===== src/icache_pkg.sv =====
/*
 * Shared types and geometry constants of the instruction cache:
 * address, word, index, tag and word-select vectors, and the
 * controller state encoding.
 */
package icache_pkg;

  // Address and data widths
  typedef logic [31:0] addr_t;
  typedef logic [31:0] word_t;

  // Line geometry: 4 words of 4 bytes, 16 sets
  localparam int BYTE_OFF_W = 2;
  localparam int LINE_WORDS = 4;
  localparam int WORD_OFF_W = 2;
  localparam int INDEX_W    = 4;
  localparam int TAG_W      = 32 - INDEX_W - WORD_OFF_W - BYTE_OFF_W;

  // Bit positions inside a byte address
  localparam int WORD_LSB  = BYTE_OFF_W;
  localparam int INDEX_LSB = BYTE_OFF_W + WORD_OFF_W;
  localparam int TAG_LSB   = BYTE_OFF_W + WORD_OFF_W + INDEX_W;

  typedef logic [WORD_OFF_W-1:0] word_sel_t;
  typedef logic [INDEX_W-1:0]    index_t;
  typedef logic [TAG_W-1:0]      tag_t;

  // Controller states
  typedef enum logic [2:0] {
    S_IDLE,
    S_LOOKUP,
    S_MISS_REQ,
    S_REFILL,
    S_REPLAY,
    S_UNCACHED,
    S_FLUSH
  } ctrl_state_e;

endpackage


===== src/fetch_if_adapter.sv =====
/*
 * Core-side fetch adapter: two-phase request (index, then tag),
 * cacheability check against a region limit, kill to abort,
 * response mapping back to the core.
 */
`timescale 1ns/1ps

module fetch_if_adapter #(
  parameter icache_pkg::addr_t CACHEABLE_LIMIT = 32'h8000_0000
) (
  input  logic                   clk_i,
  input  logic                   rst_ni,

  // Core fetch port
  input  logic                   fetch_req_valid_i,
  input  icache_pkg::addr_t      fetch_vindex_i,
  output logic                   fetch_ready_o,
  input  icache_pkg::tag_t       fetch_ptag_i,
  input  logic                   fetch_kill_i,
  output logic                   fetch_rsp_valid_o,
  output icache_pkg::word_t      fetch_rsp_data_o,

  // Cache controller port
  input  logic                   ctrl_ready_i,
  output logic                   cache_req_o,
  output icache_pkg::index_t     cache_index_o,
  output icache_pkg::word_sel_t  cache_word_o,
  output icache_pkg::tag_t       cache_tag_o,
  output logic                   cache_uncached_o,
  output logic                   cache_abort_o,
  input  logic                   cache_rsp_valid_i,
  input  icache_pkg::word_t      cache_rsp_data_i
);

  import icache_pkg::*;

  logic  accepted_q;
  logic  req_fire;
  addr_t tag_base;

  assign req_fire = fetch_req_valid_i & ctrl_ready_i;

  // Request accepted in the previous cycle, tag phase is now
  always_ff @(posedge clk_i or negedge rst_ni) begin
    if (!rst_ni) begin
      accepted_q <= 1'b0;
    end else begin
      accepted_q <= req_fire;
    end
  end

  // Index phase
  assign fetch_ready_o = ctrl_ready_i;
  assign cache_req_o   = req_fire;
  assign cache_index_o = fetch_vindex_i[INDEX_LSB +: INDEX_W];
  assign cache_word_o  = fetch_vindex_i[WORD_LSB +: WORD_OFF_W];

  // Tag phase: region check uses the line base of the physical tag
  assign tag_base         = {fetch_ptag_i, {TAG_LSB{1'b0}}};
  assign cache_tag_o      = fetch_ptag_i;
  assign cache_uncached_o = (tag_base >= CACHEABLE_LIMIT);
  assign cache_abort_o    = accepted_q & fetch_kill_i;

  // Responses go back as they are
  assign fetch_rsp_valid_o = cache_rsp_valid_i;
  assign fetch_rsp_data_o  = cache_rsp_data_i;

  // Kill is only meaningful in the tag cycle of an accepted fetch
  a_kill_after_accept : assert property (
    @(posedge clk_i) disable iff (!rst_ni)
    $rose(fetch_kill_i) |-> accepted_q
  ) else $error("fetch_kill_i raised outside a tag cycle");

endmodule


===== src/icache_ctrl_fsm.sv =====
/*
 * Cache controller FSM: lookup and hit check, line refill,
 * replay after refill, uncacheable single-word reads and flush.
 */
`timescale 1ns/1ps

module icache_ctrl_fsm (
  input  logic                   clk_i,
  input  logic                   rst_ni,

  // From the fetch adapter
  input  logic                   cache_req_i,
  input  icache_pkg::index_t     cache_index_i,
  input  icache_pkg::word_sel_t  cache_word_i,
  input  icache_pkg::tag_t       cache_tag_i,
  input  logic                   cache_uncached_i,
  input  logic                   cache_abort_i,
  input  logic                   flush_i,
  output logic                   ready_o,

  // Array read results
  input  icache_pkg::tag_t       rd_tag_i,
  input  logic                   rd_valid_i,
  input  icache_pkg::word_t      rd_data_i,

  // Array control
  output icache_pkg::index_t     arr_index_o,
  output icache_pkg::word_sel_t  arr_word_o,
  output logic                   tag_we_o,
  output icache_pkg::tag_t       tag_wtag_o,
  output logic                   inval_all_o,
  output logic                   data_we_o,
  output icache_pkg::word_sel_t  data_wword_o,
  output icache_pkg::word_t      data_wdata_o,

  // Refill beat counter
  output logic                   cnt_start_o,
  input  icache_pkg::word_sel_t  beat_word_i,
  input  logic                   beat_last_i,

  // Memory side
  input  logic                   mem_beat_i,
  input  icache_pkg::word_t      mem_data_i,
  output logic                   mem_req_o,
  output icache_pkg::addr_t      mem_addr_o,
  output logic                   mem_single_o,

  // Response
  output logic                   rsp_valid_o,
  output icache_pkg::word_t      rsp_data_o
);

  import icache_pkg::*;

  ctrl_state_e state_q, state_d;
  index_t      index_q;
  word_sel_t   word_q;
  tag_t        tag_q;
  logic        uncached_q;
  logic        flush_pend_q;
  logic        flush_go;
  logic        hit;
  logic        rsp_valid_d, rsp_mem_d;
  logic        rsp_valid_q;
  logic        rsp_mem_q;
  word_t       unc_data_q;

  // A flush wins over a fetch in the same idle cycle
  assign flush_go = flush_i | flush_pend_q;
  assign hit      = !cache_uncached_i && rd_valid_i && (rd_tag_i == cache_tag_i);

  always_comb begin
    state_d     = state_q;
    ready_o     = 1'b0;
    tag_we_o    = 1'b0;
    inval_all_o = 1'b0;
    data_we_o   = 1'b0;
    cnt_start_o = 1'b0;
    mem_req_o   = 1'b0;
    rsp_valid_d = 1'b0;
    rsp_mem_d   = 1'b0;
    case (state_q)
      S_IDLE: begin
        ready_o = !flush_go;
        if (flush_go) begin
          state_d = S_FLUSH;
        end else if (cache_req_i) begin
          state_d = S_LOOKUP;
        end
      end
      S_LOOKUP: begin
        if (cache_abort_i) begin
          state_d = S_IDLE;
        end else if (hit) begin
          rsp_valid_d = 1'b1;
          state_d     = S_IDLE;
        end else begin
          state_d = S_MISS_REQ;
        end
      end
      S_MISS_REQ: begin
        mem_req_o   = 1'b1;
        cnt_start_o = 1'b1;
        state_d     = uncached_q ? S_UNCACHED : S_REFILL;
      end
      S_REFILL: begin
        if (mem_beat_i) begin
          data_we_o = 1'b1;
          if (beat_last_i) begin
            tag_we_o = 1'b1;
            state_d  = S_REPLAY;
          end
        end
      end
      S_REPLAY: begin
        // Array read issued here, word shows up next cycle
        rsp_valid_d = 1'b1;
        state_d     = S_IDLE;
      end
      S_UNCACHED: begin
        if (mem_beat_i) begin
          rsp_valid_d = 1'b1;
          rsp_mem_d   = 1'b1;
          state_d     = S_IDLE;
        end
      end
      S_FLUSH: begin
        inval_all_o = 1'b1;
        state_d     = S_IDLE;
      end
      default: state_d = S_IDLE;
    endcase
  end

  always_ff @(posedge clk_i or negedge rst_ni) begin
    if (!rst_ni) begin
      state_q      <= S_IDLE;
      flush_pend_q <= 1'b0;
      rsp_valid_q  <= 1'b0;
      rsp_mem_q    <= 1'b0;
    end else begin
      state_q      <= state_d;
      flush_pend_q <= (flush_pend_q | flush_i) & (state_q != S_IDLE);
      rsp_valid_q  <= rsp_valid_d;
      rsp_mem_q    <= rsp_mem_d;
    end
  end

  // Request payload
  always_ff @(posedge clk_i) begin
    if (state_q == S_IDLE && cache_req_i) begin
      index_q <= cache_index_i;
      word_q  <= cache_word_i;
    end
    if (state_q == S_LOOKUP) begin
      tag_q      <= cache_tag_i;
      uncached_q <= cache_uncached_i;
    end
    if (state_q == S_UNCACHED && mem_beat_i) begin
      unc_data_q <= mem_data_i;
    end
  end

  // Array address follows the core while idle
  assign arr_index_o  = (state_q == S_IDLE) ? cache_index_i : index_q;
  assign arr_word_o   = (state_q == S_IDLE) ? cache_word_i : word_q;
  assign tag_wtag_o   = tag_q;
  assign data_wword_o = beat_word_i;
  assign data_wdata_o = mem_data_i;

  assign mem_single_o = uncached_q;
  assign mem_addr_o   = uncached_q ? {tag_q, index_q, word_q, {BYTE_OFF_W{1'b0}}}
                                   : {tag_q, index_q, {(WORD_OFF_W + BYTE_OFF_W){1'b0}}};

  // Hit and replay data come straight from the array output register
  assign rsp_valid_o = rsp_valid_q;
  assign rsp_data_o  = rsp_mem_q ? unc_data_q : rd_data_i;

  a_no_beat_idle : assert property (
    @(posedge clk_i) disable iff (!rst_ni)
    (state_q == S_IDLE) |-> !mem_beat_i
  ) else $error("memory beat while no request is outstanding");

  a_rsp_single : assert property (
    @(posedge clk_i) disable iff (!rst_ni)
    rsp_valid_o |=> !rsp_valid_o
  ) else $error("response valid in two consecutive cycles");

endmodule


===== src/refill_beat_counter.sv =====
/*
 * Refill beat counter: word slot of the current beat, last-beat flag
 */
`timescale 1ns/1ps

module refill_beat_counter (
  input  logic                   clk_i,
  input  logic                   rst_ni,
  input  logic                   start_i,
  input  logic                   beat_i,
  output icache_pkg::word_sel_t  beat_word_o,
  output logic                   last_o
);

  import icache_pkg::*;

  word_sel_t cnt_q;

  always_ff @(posedge clk_i or negedge rst_ni) begin
    if (!rst_ni) begin
      cnt_q <= '0;
    end else if (start_i) begin
      cnt_q <= '0;
    end else if (beat_i) begin
      cnt_q <= cnt_q + word_sel_t'(1);
    end
  end

  // Slot of the beat arriving in this cycle
  assign beat_word_o = cnt_q;
  assign last_o      = (cnt_q == word_sel_t'(LINE_WORDS - 1));

endmodule


===== src/icache_tag_array.sv =====
/*
 * Tag array with per-set valid bits, registered read
 * and single-cycle invalidation of all sets.
 */
`timescale 1ns/1ps

module icache_tag_array #(
  parameter int SETS = 16
) (
  input  logic                clk_i,
  input  logic                rst_ni,
  input  icache_pkg::index_t  rd_index_i,
  input  logic                we_i,
  input  icache_pkg::index_t  wr_index_i,
  input  icache_pkg::tag_t    wr_tag_i,
  input  logic                inval_all_i,
  output icache_pkg::tag_t    rd_tag_o,
  output logic                rd_valid_o
);

  import icache_pkg::*;

  tag_t            tag_mem [SETS];
  logic [SETS-1:0] valid_q;

  // Valid bits, flash clear has priority over a fill
  always_ff @(posedge clk_i or negedge rst_ni) begin
    if (!rst_ni) begin
      valid_q    <= '0;
      rd_valid_o <= 1'b0;
    end else begin
      if (inval_all_i) begin
        valid_q <= '0;
      end else if (we_i) begin
        valid_q[wr_index_i] <= 1'b1;
      end
      rd_valid_o <= valid_q[rd_index_i];
    end
  end

  always_ff @(posedge clk_i) begin
    if (we_i) begin
      tag_mem[wr_index_i] <= wr_tag_i;
    end
    rd_tag_o <= tag_mem[rd_index_i];
  end

  // Index width and set count must describe the same array
  a_sets_match : assert property (
    @(posedge clk_i) SETS == (1 << INDEX_W)
  ) else $error("SETS does not match INDEX_W");

endmodule


===== src/icache_data_array.sv =====
/*
 * Data array, one word per set and slot, registered read
 */
`timescale 1ns/1ps

module icache_data_array #(
  parameter int SETS = 16
) (
  input  logic                   clk_i,
  input  icache_pkg::index_t     rd_index_i,
  input  icache_pkg::word_sel_t  rd_word_i,
  input  logic                   we_i,
  input  icache_pkg::index_t     wr_index_i,
  input  icache_pkg::word_sel_t  wr_word_i,
  input  icache_pkg::word_t      wr_data_i,
  output icache_pkg::word_t      rd_data_o
);

  import icache_pkg::*;

  word_t data_mem [SETS][LINE_WORDS];

  // Refill writes one word per beat
  always_ff @(posedge clk_i) begin
    if (we_i) begin
      data_mem[wr_index_i][wr_word_i] <= wr_data_i;
    end
    rd_data_o <= data_mem[rd_index_i][rd_word_i];
  end

endmodule


===== src/icache_subsys_top.sv =====
/*
 * Instruction fetch subsystem: fetch adapter, cache controller,
 * refill counter, tag array and data array.
 */
`timescale 1ns/1ps

module icache_subsys_top #(
  parameter icache_pkg::addr_t CACHEABLE_LIMIT = 32'h8000_0000,
  parameter int                SETS            = 16
) (
  input  logic                clk_i,
  input  logic                rst_ni,

  // Core side
  input  logic                fetch_req_valid_i,
  input  icache_pkg::addr_t   fetch_vindex_i,
  output logic                fetch_ready_o,
  input  icache_pkg::tag_t    fetch_ptag_i,
  input  logic                fetch_kill_i,
  output logic                fetch_rsp_valid_o,
  output icache_pkg::word_t   fetch_rsp_data_o,
  input  logic                flush_i,

  // Memory side
  output logic                mem_req_o,
  output icache_pkg::addr_t   mem_addr_o,
  output logic                mem_single_o,
  input  logic                mem_beat_i,
  input  icache_pkg::word_t   mem_data_i
);

  import icache_pkg::*;

  logic      ctrl_ready;
  logic      cache_req, cache_uncached, cache_abort;
  index_t    cache_index;
  word_sel_t cache_word;
  tag_t      cache_tag;
  logic      cache_rsp_valid;
  word_t     cache_rsp_data;

  index_t    arr_index;
  word_sel_t arr_word;
  tag_t      rd_tag, tag_wtag;
  logic      rd_valid;
  word_t     rd_data;
  logic      tag_we, inval_all, data_we;
  word_sel_t data_wword;
  word_t     data_wdata;

  logic      cnt_start, beat_last;
  word_sel_t beat_word;

  fetch_if_adapter #(
    .CACHEABLE_LIMIT (CACHEABLE_LIMIT)
  ) u_adapter (
    .clk_i             (clk_i),
    .rst_ni            (rst_ni),
    .fetch_req_valid_i (fetch_req_valid_i),
    .fetch_vindex_i    (fetch_vindex_i),
    .fetch_ready_o     (fetch_ready_o),
    .fetch_ptag_i      (fetch_ptag_i),
    .fetch_kill_i      (fetch_kill_i),
    .fetch_rsp_valid_o (fetch_rsp_valid_o),
    .fetch_rsp_data_o  (fetch_rsp_data_o),
    .ctrl_ready_i      (ctrl_ready),
    .cache_req_o       (cache_req),
    .cache_index_o     (cache_index),
    .cache_word_o      (cache_word),
    .cache_tag_o       (cache_tag),
    .cache_uncached_o  (cache_uncached),
    .cache_abort_o     (cache_abort),
    .cache_rsp_valid_i (cache_rsp_valid),
    .cache_rsp_data_i  (cache_rsp_data)
  );

  icache_ctrl_fsm u_ctrl (
    .clk_i            (clk_i),
    .rst_ni           (rst_ni),
    .cache_req_i      (cache_req),
    .cache_index_i    (cache_index),
    .cache_word_i     (cache_word),
    .cache_tag_i      (cache_tag),
    .cache_uncached_i (cache_uncached),
    .cache_abort_i    (cache_abort),
    .flush_i          (flush_i),
    .ready_o          (ctrl_ready),
    .rd_tag_i         (rd_tag),
    .rd_valid_i       (rd_valid),
    .rd_data_i        (rd_data),
    .arr_index_o      (arr_index),
    .arr_word_o       (arr_word),
    .tag_we_o         (tag_we),
    .tag_wtag_o       (tag_wtag),
    .inval_all_o      (inval_all),
    .data_we_o        (data_we),
    .data_wword_o     (data_wword),
    .data_wdata_o     (data_wdata),
    .cnt_start_o      (cnt_start),
    .beat_word_i      (beat_word),
    .beat_last_i      (beat_last),
    .mem_beat_i       (mem_beat_i),
    .mem_data_i       (mem_data_i),
    .mem_req_o        (mem_req_o),
    .mem_addr_o       (mem_addr_o),
    .mem_single_o     (mem_single_o),
    .rsp_valid_o      (cache_rsp_valid),
    .rsp_data_o       (cache_rsp_data)
  );

  refill_beat_counter u_beat_cnt (
    .clk_i       (clk_i),
    .rst_ni      (rst_ni),
    .start_i     (cnt_start),
    .beat_i      (mem_beat_i),
    .beat_word_o (beat_word),
    .last_o      (beat_last)
  );

  // Reads and refill writes share the controller's index
  icache_tag_array #(
    .SETS (SETS)
  ) u_tag_array (
    .clk_i       (clk_i),
    .rst_ni      (rst_ni),
    .rd_index_i  (arr_index),
    .we_i        (tag_we),
    .wr_index_i  (arr_index),
    .wr_tag_i    (tag_wtag),
    .inval_all_i (inval_all),
    .rd_tag_o    (rd_tag),
    .rd_valid_o  (rd_valid)
  );

  icache_data_array #(
    .SETS (SETS)
  ) u_data_array (
    .clk_i      (clk_i),
    .rd_index_i (arr_index),
    .rd_word_i  (arr_word),
    .we_i       (data_we),
    .wr_index_i (arr_index),
    .wr_word_i  (data_wword),
    .wr_data_i  (data_wdata),
    .rd_data_o  (rd_data)
  );

endmodule


===== config.mk =====
export PLATFORM = sky130hd
export DESIGN_NAME = icache_subsys_top
export DESIGN_NICKNAME = d
export VERILOG_FILES = /design/src/icache_pkg.sv /design/src/fetch_if_adapter.sv /design/src/icache_ctrl_fsm.sv /design/src/refill_beat_counter.sv /design/src/icache_tag_array.sv /design/src/icache_data_array.sv /design/src/icache_subsys_top.sv
export SDC_FILE = /design/constraint.sdc
export NUM_CORES = 2
export LEC_CHECK = 0
export BUFFER_PORTS_ARGS = -buffer_cell sky130_fd_sc_hd__buf_2
export CAP_MARGIN = 10
export CORE_MARGIN = 1
export CORE_UTILIZATION = 58
export CTS_BUF_LIST = sky130_fd_sc_hd__clkbuf_8
export CTS_CLUSTER_SIZE = 25
export DETAILED_ROUTE_END_ITERATION = 12
export PLACE_DENSITY = 0.7
export REMOVE_ABC_BUFFERS = 1
export SYNTH_ARGS = -nofsm -noshare
export SYNTH_HDL_FRONTEND = slang
export SYNTH_SLANG_ARGS = --single-unit

===== constraint.sdc =====
create_clock -name clk_i -period 7.7 [get_ports clk_i]
set_input_delay 1.54 -clock clk_i [delete_from_list [all_inputs] [get_ports clk_i]]
set_output_delay 1.54 -clock clk_i [all_outputs]
set_load 0.01 [all_outputs]

==> out/qor.txt <==
============================================================================
Worst reg2reg startpoint                                        u_ctrl.state_q[1]$_DFFE_PN0P_
Critical Path Start Type                                           flip-flop
Max-Cap Viols                                                              0
Element type at the critical path end                              flip-flop
Drc violations                                                             0
Drt via density                                                        6.395
Prevailing post-synth register cell                             sky130_fd_sc_hd__edfxtp_1
Fraction of power spent switching nets                                0.3516
EDFF count, synth                                                       2495
Top post-synthesis cells by count                               sky130_fd_sc_hd__edfxtp_1 (2495), sky130_fd_sc_hd__nand2_1 (1593), sky130_fd_sc_hd__nand3_1 (412)
Clock buffer count from CTS                                              412
Max Fclk                                                           180.1 MHz
Worst-Margin Slew                                                   1.295 ns
I/O pins                                                                 162
Number of register bits inferred by synthesis                           2577
Largest area contributor in the synthesized netlist             sky130_fd_sc_hd__edfxtp_1
Die height                                                          417.2 um
Fraction of layout instances using a drive strength above 1           0.1332
Final min period                                                    5.553 ns
Worst reg2reg path endpoint                                     u_data_array.data_mem[13][5]$_DFFE_PP_
Total Nets Final                                                        7186
Number of cell rows                                                      152
Setup-violating endpoint count in the final report                         0
Worst clock skew                                                  0.06118 ns
Clock transition at path regs                                        0.07 ns
Worst max-slew margin expressed relative to the limit                 0.1140
Wire length of the first global-routing pass                        393.1 mm
Distinct cell type count after synthesis                                  59
Power density over the cells                                    340.9 nW/um2
Fillers                                                                12000
Max clock buf depth                                                        4
Final worst path period share                                         0.7211
Hold Crit Endpoint                                              u_tag_array.valid_q[4]$_DFFE_PN0P_
Aggregate global routing overflow                                          0
Clock latency at the later pin of the worst-skew pair                1.10 ns
Net switching power                                                 13.37 mW
Cell-internal power                                                 24.66 mW
Unrepaired setup endpoints after global routing                        false
Starting utilization of the core area                                 0.5835
Core Footprint                                                    171400 um2
Worst endpoint data arrival time                                     6.24 ns
Worst R2R Setup Slack                                                2.15 ns
Worst Path Class, Setup                                           reg -> reg
Vias post-DR                                                           62210
Aggregate global-route resource usage                                 0.3118
Total power after layout                                            38.03 mW
Number of clock sinks                                                   2577
Routed len/inst                                                     28.27 um
Max rail drop VDD                                                   359.6 uV
Antenna violations before repair                                          21
Setup_tns                                                               0 ns
Cell types occupying the most area after synthesis              sky130_fd_sc_hd__edfxtp_1 (75%), sky130_fd_sc_hd__nand2_1 (6.0%), sky130_fd_sc_hd__mux2i_1 (2.8%)
Average footprint of a synthesized cell                            14.66 um2
Sequential power share                                                 0.422
Die X-Extent                                                        417.2 um
Clock share of power                                                   0.283
Final number of hold-violating endpoints                                   0
Half-perimeter wire length of the detailed placement result         144.7 mm
Share of synthesized registers carrying an async set or reset        0.01009
Cell count of the worst hold path                                          1
Library cell with the highest instance count after synthesis    sky130_fd_sc_hd__edfxtp_1
Total die area                                                    174100 um2
Post CTS Setup Buffer Count                                                0
Largest fanout on the critical path                                       57
Maximum number of pins on one net before global-route repair             178
Source of the worst hold timing path                            u_tag_array.valid_q[4]$_DFFE_PN0P_
Wire length reported by the detailed router                         275.0 mm
RePlAce Congestion                                                    0.8363
Result of the run                                                  completed
Post-Synthesis Cell Area                                           99990 um2
Remaining antenna violation count after routing                            0
Required time of the critical path                                   8.39 ns
Number of warnings issued by yosys                                         0
Register-to-Register Path Depth                                            7
Static power due to leakage                                         38.44 nW
Detailed Route Iter0 Violations                                         8389
Top-area cell type share of the netlist area                          0.7493
Area overhead of the layout relative to synthesis                     11.58%
Number of buffers added on ports                                         133
Part of the Yosys area used for sequential elements                   0.7670
Router iterations before antenna repair                                    7
Gate count of the mapped netlist                                        6820
Hold crit path type                                               reg -> reg
Count of H-tree levels built during CTS                                    5
Via count of the first global-routing pass                             58540
Cts-stage hold buffer count                                                0
Portion of total power attributed to combinational logic               0.295
TritonCTS clock tree                                                    done
Root buffer cell                                                sky130_fd_sc_hd__clkbuf_8
Final max-slew violation count                                             0
Post-CTS Resized                                                           0
============================================================================
==> layout make-up <==
type | instances | area, um2 | share of cell area
sequential | 2577 | 76690 | 0.6874
timing repair buffer | 328 | 2485 | 0.02227
multi-input combinational | 3765 | 21970 | 0.1970
clock buffer | 438 | 6028 | 0.05403
inverter | 4 | 15.01 | 0.0001346
antenna | 16 | 40.04 | 0.0003589
clock inverter | 290 | 1440 | 0.01291
tap | 2310 | 2890 | 0.02591
==> layout by cell type (no fill, tap or decap), types with 5 or more instances in the layout <==
master and count:
sky130_fd_sc_hd__buf_4 164, sky130_fd_sc_hd__buf_2 134, sky130_fd_sc_hd__a211o_1 25, sky130_fd_sc_hd__nand2_4 5, sky130_fd_sc_hd__a211oi_1 176, sky130_fd_sc_hd__mux2i_1 280, sky130_fd_sc_hd__nand3_1 412, sky130_fd_sc_hd__o21ai_0 22
sky130_fd_sc_hd__a32oi_1 76, sky130_fd_sc_hd__clkbuf_8 438, sky130_fd_sc_hd__clkinvlp_4 9, sky130_fd_sc_hd__and2_1 6, sky130_fd_sc_hd__o21a_1 16, sky130_fd_sc_hd__a21oi_1 120, sky130_fd_sc_hd__a31oi_1 234, sky130_fd_sc_hd__and3_1 232
sky130_fd_sc_hd__nand4_1 7, sky130_fd_sc_hd__clkinv_1 83, sky130_fd_sc_hd__o31ai_1 9, sky130_fd_sc_hd__nor2_1 9, sky130_fd_sc_hd__dfxtp_1 56, sky130_fd_sc_hd__inv_1 154, sky130_fd_sc_hd__bufinv_16 10, sky130_fd_sc_hd__diode_2 16
sky130_fd_sc_hd__nand2_1 1584, sky130_fd_sc_hd__a22oi_1 24, sky130_fd_sc_hd__a221oi_1 36, sky130_fd_sc_hd__a2111oi_0 39, sky130_fd_sc_hd__dfrtp_1 25, sky130_fd_sc_hd__xnor2_1 22, sky130_fd_sc_hd__edfxtp_1 2495, sky130_fd_sc_hd__a311oi_1 127
sky130_fd_sc_hd__buf_12 27, sky130_fd_sc_hd__mux2_2 43, sky130_fd_sc_hd__a2111oi_1 6, sky130_fd_sc_hd__clkinv_2 36, sky130_fd_sc_hd__nor2_4 86, sky130_fd_sc_hd__o22ai_1 99
==> cell families (layout without fill, tap and decap cells) <==
group | count (synthesis) | after routing | synth area share
and+or+nand+nor | 2371 | 2371 | 0.1011
muxes | 326 | 326 | 0.03321
AOI/OAI and AO/OA | 1038 | 1038 | 0.07472
adders and majority gates | 4 | 4 | 0.0005005
buffers and inverters | 479 | 1060 | 0.02128
DFF | 2577 | 2577 | 0.7670
xor gates and xnor gates | 24 | 24 | 0.002102
other | 1 | 18 | 0.00003750
==> state kept, by name (all words and copies together) (netlist names) <==
name and cells:
u_adapter.accepted_q 1, u_data_array.rd_data_o 32, u_tag_array.rd_tag_o 24, u_tag_array.valid_q 16, u_ctrl.index_q 4, u_ctrl.rsp_mem_q 1, u_ctrl.rsp_valid_o 1, u_ctrl.unc_data_q 32
u_tag_array.rd_valid_o 1, u_ctrl.tag_wtag_o 24, u_tag_array.tag_mem 384, u_data_array.data_mem 2048, u_ctrl.mem_single_o 1, u_ctrl.flush_pend_q 1, u_ctrl.state_q 3, u_beat_cnt.beat_word_o 2
u_ctrl.word_q 2
==> worst max-delay path, cell delays in order (launching register included) <==
cell,delay [ns]
sky130_fd_sc_hd__dfrtp_1,0.63
sky130_fd_sc_hd__o31ai_4,0.31
sky130_fd_sc_hd__buf_4,0.57
sky130_fd_sc_hd__and2_4,0.94
sky130_fd_sc_hd__buf_4,0.51
sky130_fd_sc_hd__nand3_1,0.79
sky130_fd_sc_hd__nor2_4,0.83
sky130_fd_sc_hd__buf_4,0.52
==> per-layer routing <==
layer / wire, um / vias to the layer above / GRT usage
li1: - / 26690 / -
met1: 104200 / 30990 / 0.4283
met2: 129700 / 3864 / 0.4912
met3: 29920 / 659 / 0.06111
met4: 11040 / 8 / 0.1311
met5: 47 / - / 0
==> per-stage QoR <==
step	setup WS (ns)	utilization	cells	hold WS, ns	instance area [um2]
4_1_cts	2.251	0.6507	9709	0.4500	111500
3_5_place_dp	1.801	0.6071	8981	0.4795	104000
5_1_grt	2.077	0.6510	9720	0.5082	111500
6_report	2.147	0.6511	9728	0.4904	111600
2_1_floorplan	-25.13	-	6346	0.4640	97880
3_3_place_gp	1.895	0.6069	8979	0.4724	104000
==> power by group through the flow <==
stage                     clock network, mW  registers, mW  logic (mW)
after floorplan                           0           16.2        7.65
after global placement                    0           16.3        10.8
after detailed placement                  0           16.3        11.0
after CTS                              10.8           16.0        11.0
after global routing                   11.4           16.1        11.9
final                                  10.8           16.0        11.2
==> worst max path at each step <==
stage / from / to / slack [ns] / cells past startpoint
final: u_ctrl.state_q[1]$_DFFE_PN0P_ / u_data_array.data_mem[13][5]$_DFFE_PP_ / 2.15 / 7
after global routing: u_ctrl.state_q[0]$_DFFE_PN0P_ / u_data_array.data_mem[13][13]$_DFFE_PP_ / 2.08 / 7
after CTS: u_ctrl.state_q[0]$_DFFE_PN0P_ / u_data_array.data_mem[13][5]$_DFFE_PP_ / 2.25 / 7
after detailed placement: fetch_vindex_i[5] / u_data_array.data_mem[13][30]$_DFFE_PP_ / 1.80 / 7
after global placement: fetch_vindex_i[5] / u_data_array.data_mem[13][26]$_DFFE_PP_ / 1.89 / 7
after floorplan: fetch_vindex_i[4] / u_data_array.data_mem[14][0]$_DFFE_PP_ / -25.13 / 4
Note: power is estimated with default switching activity, not from simulation.
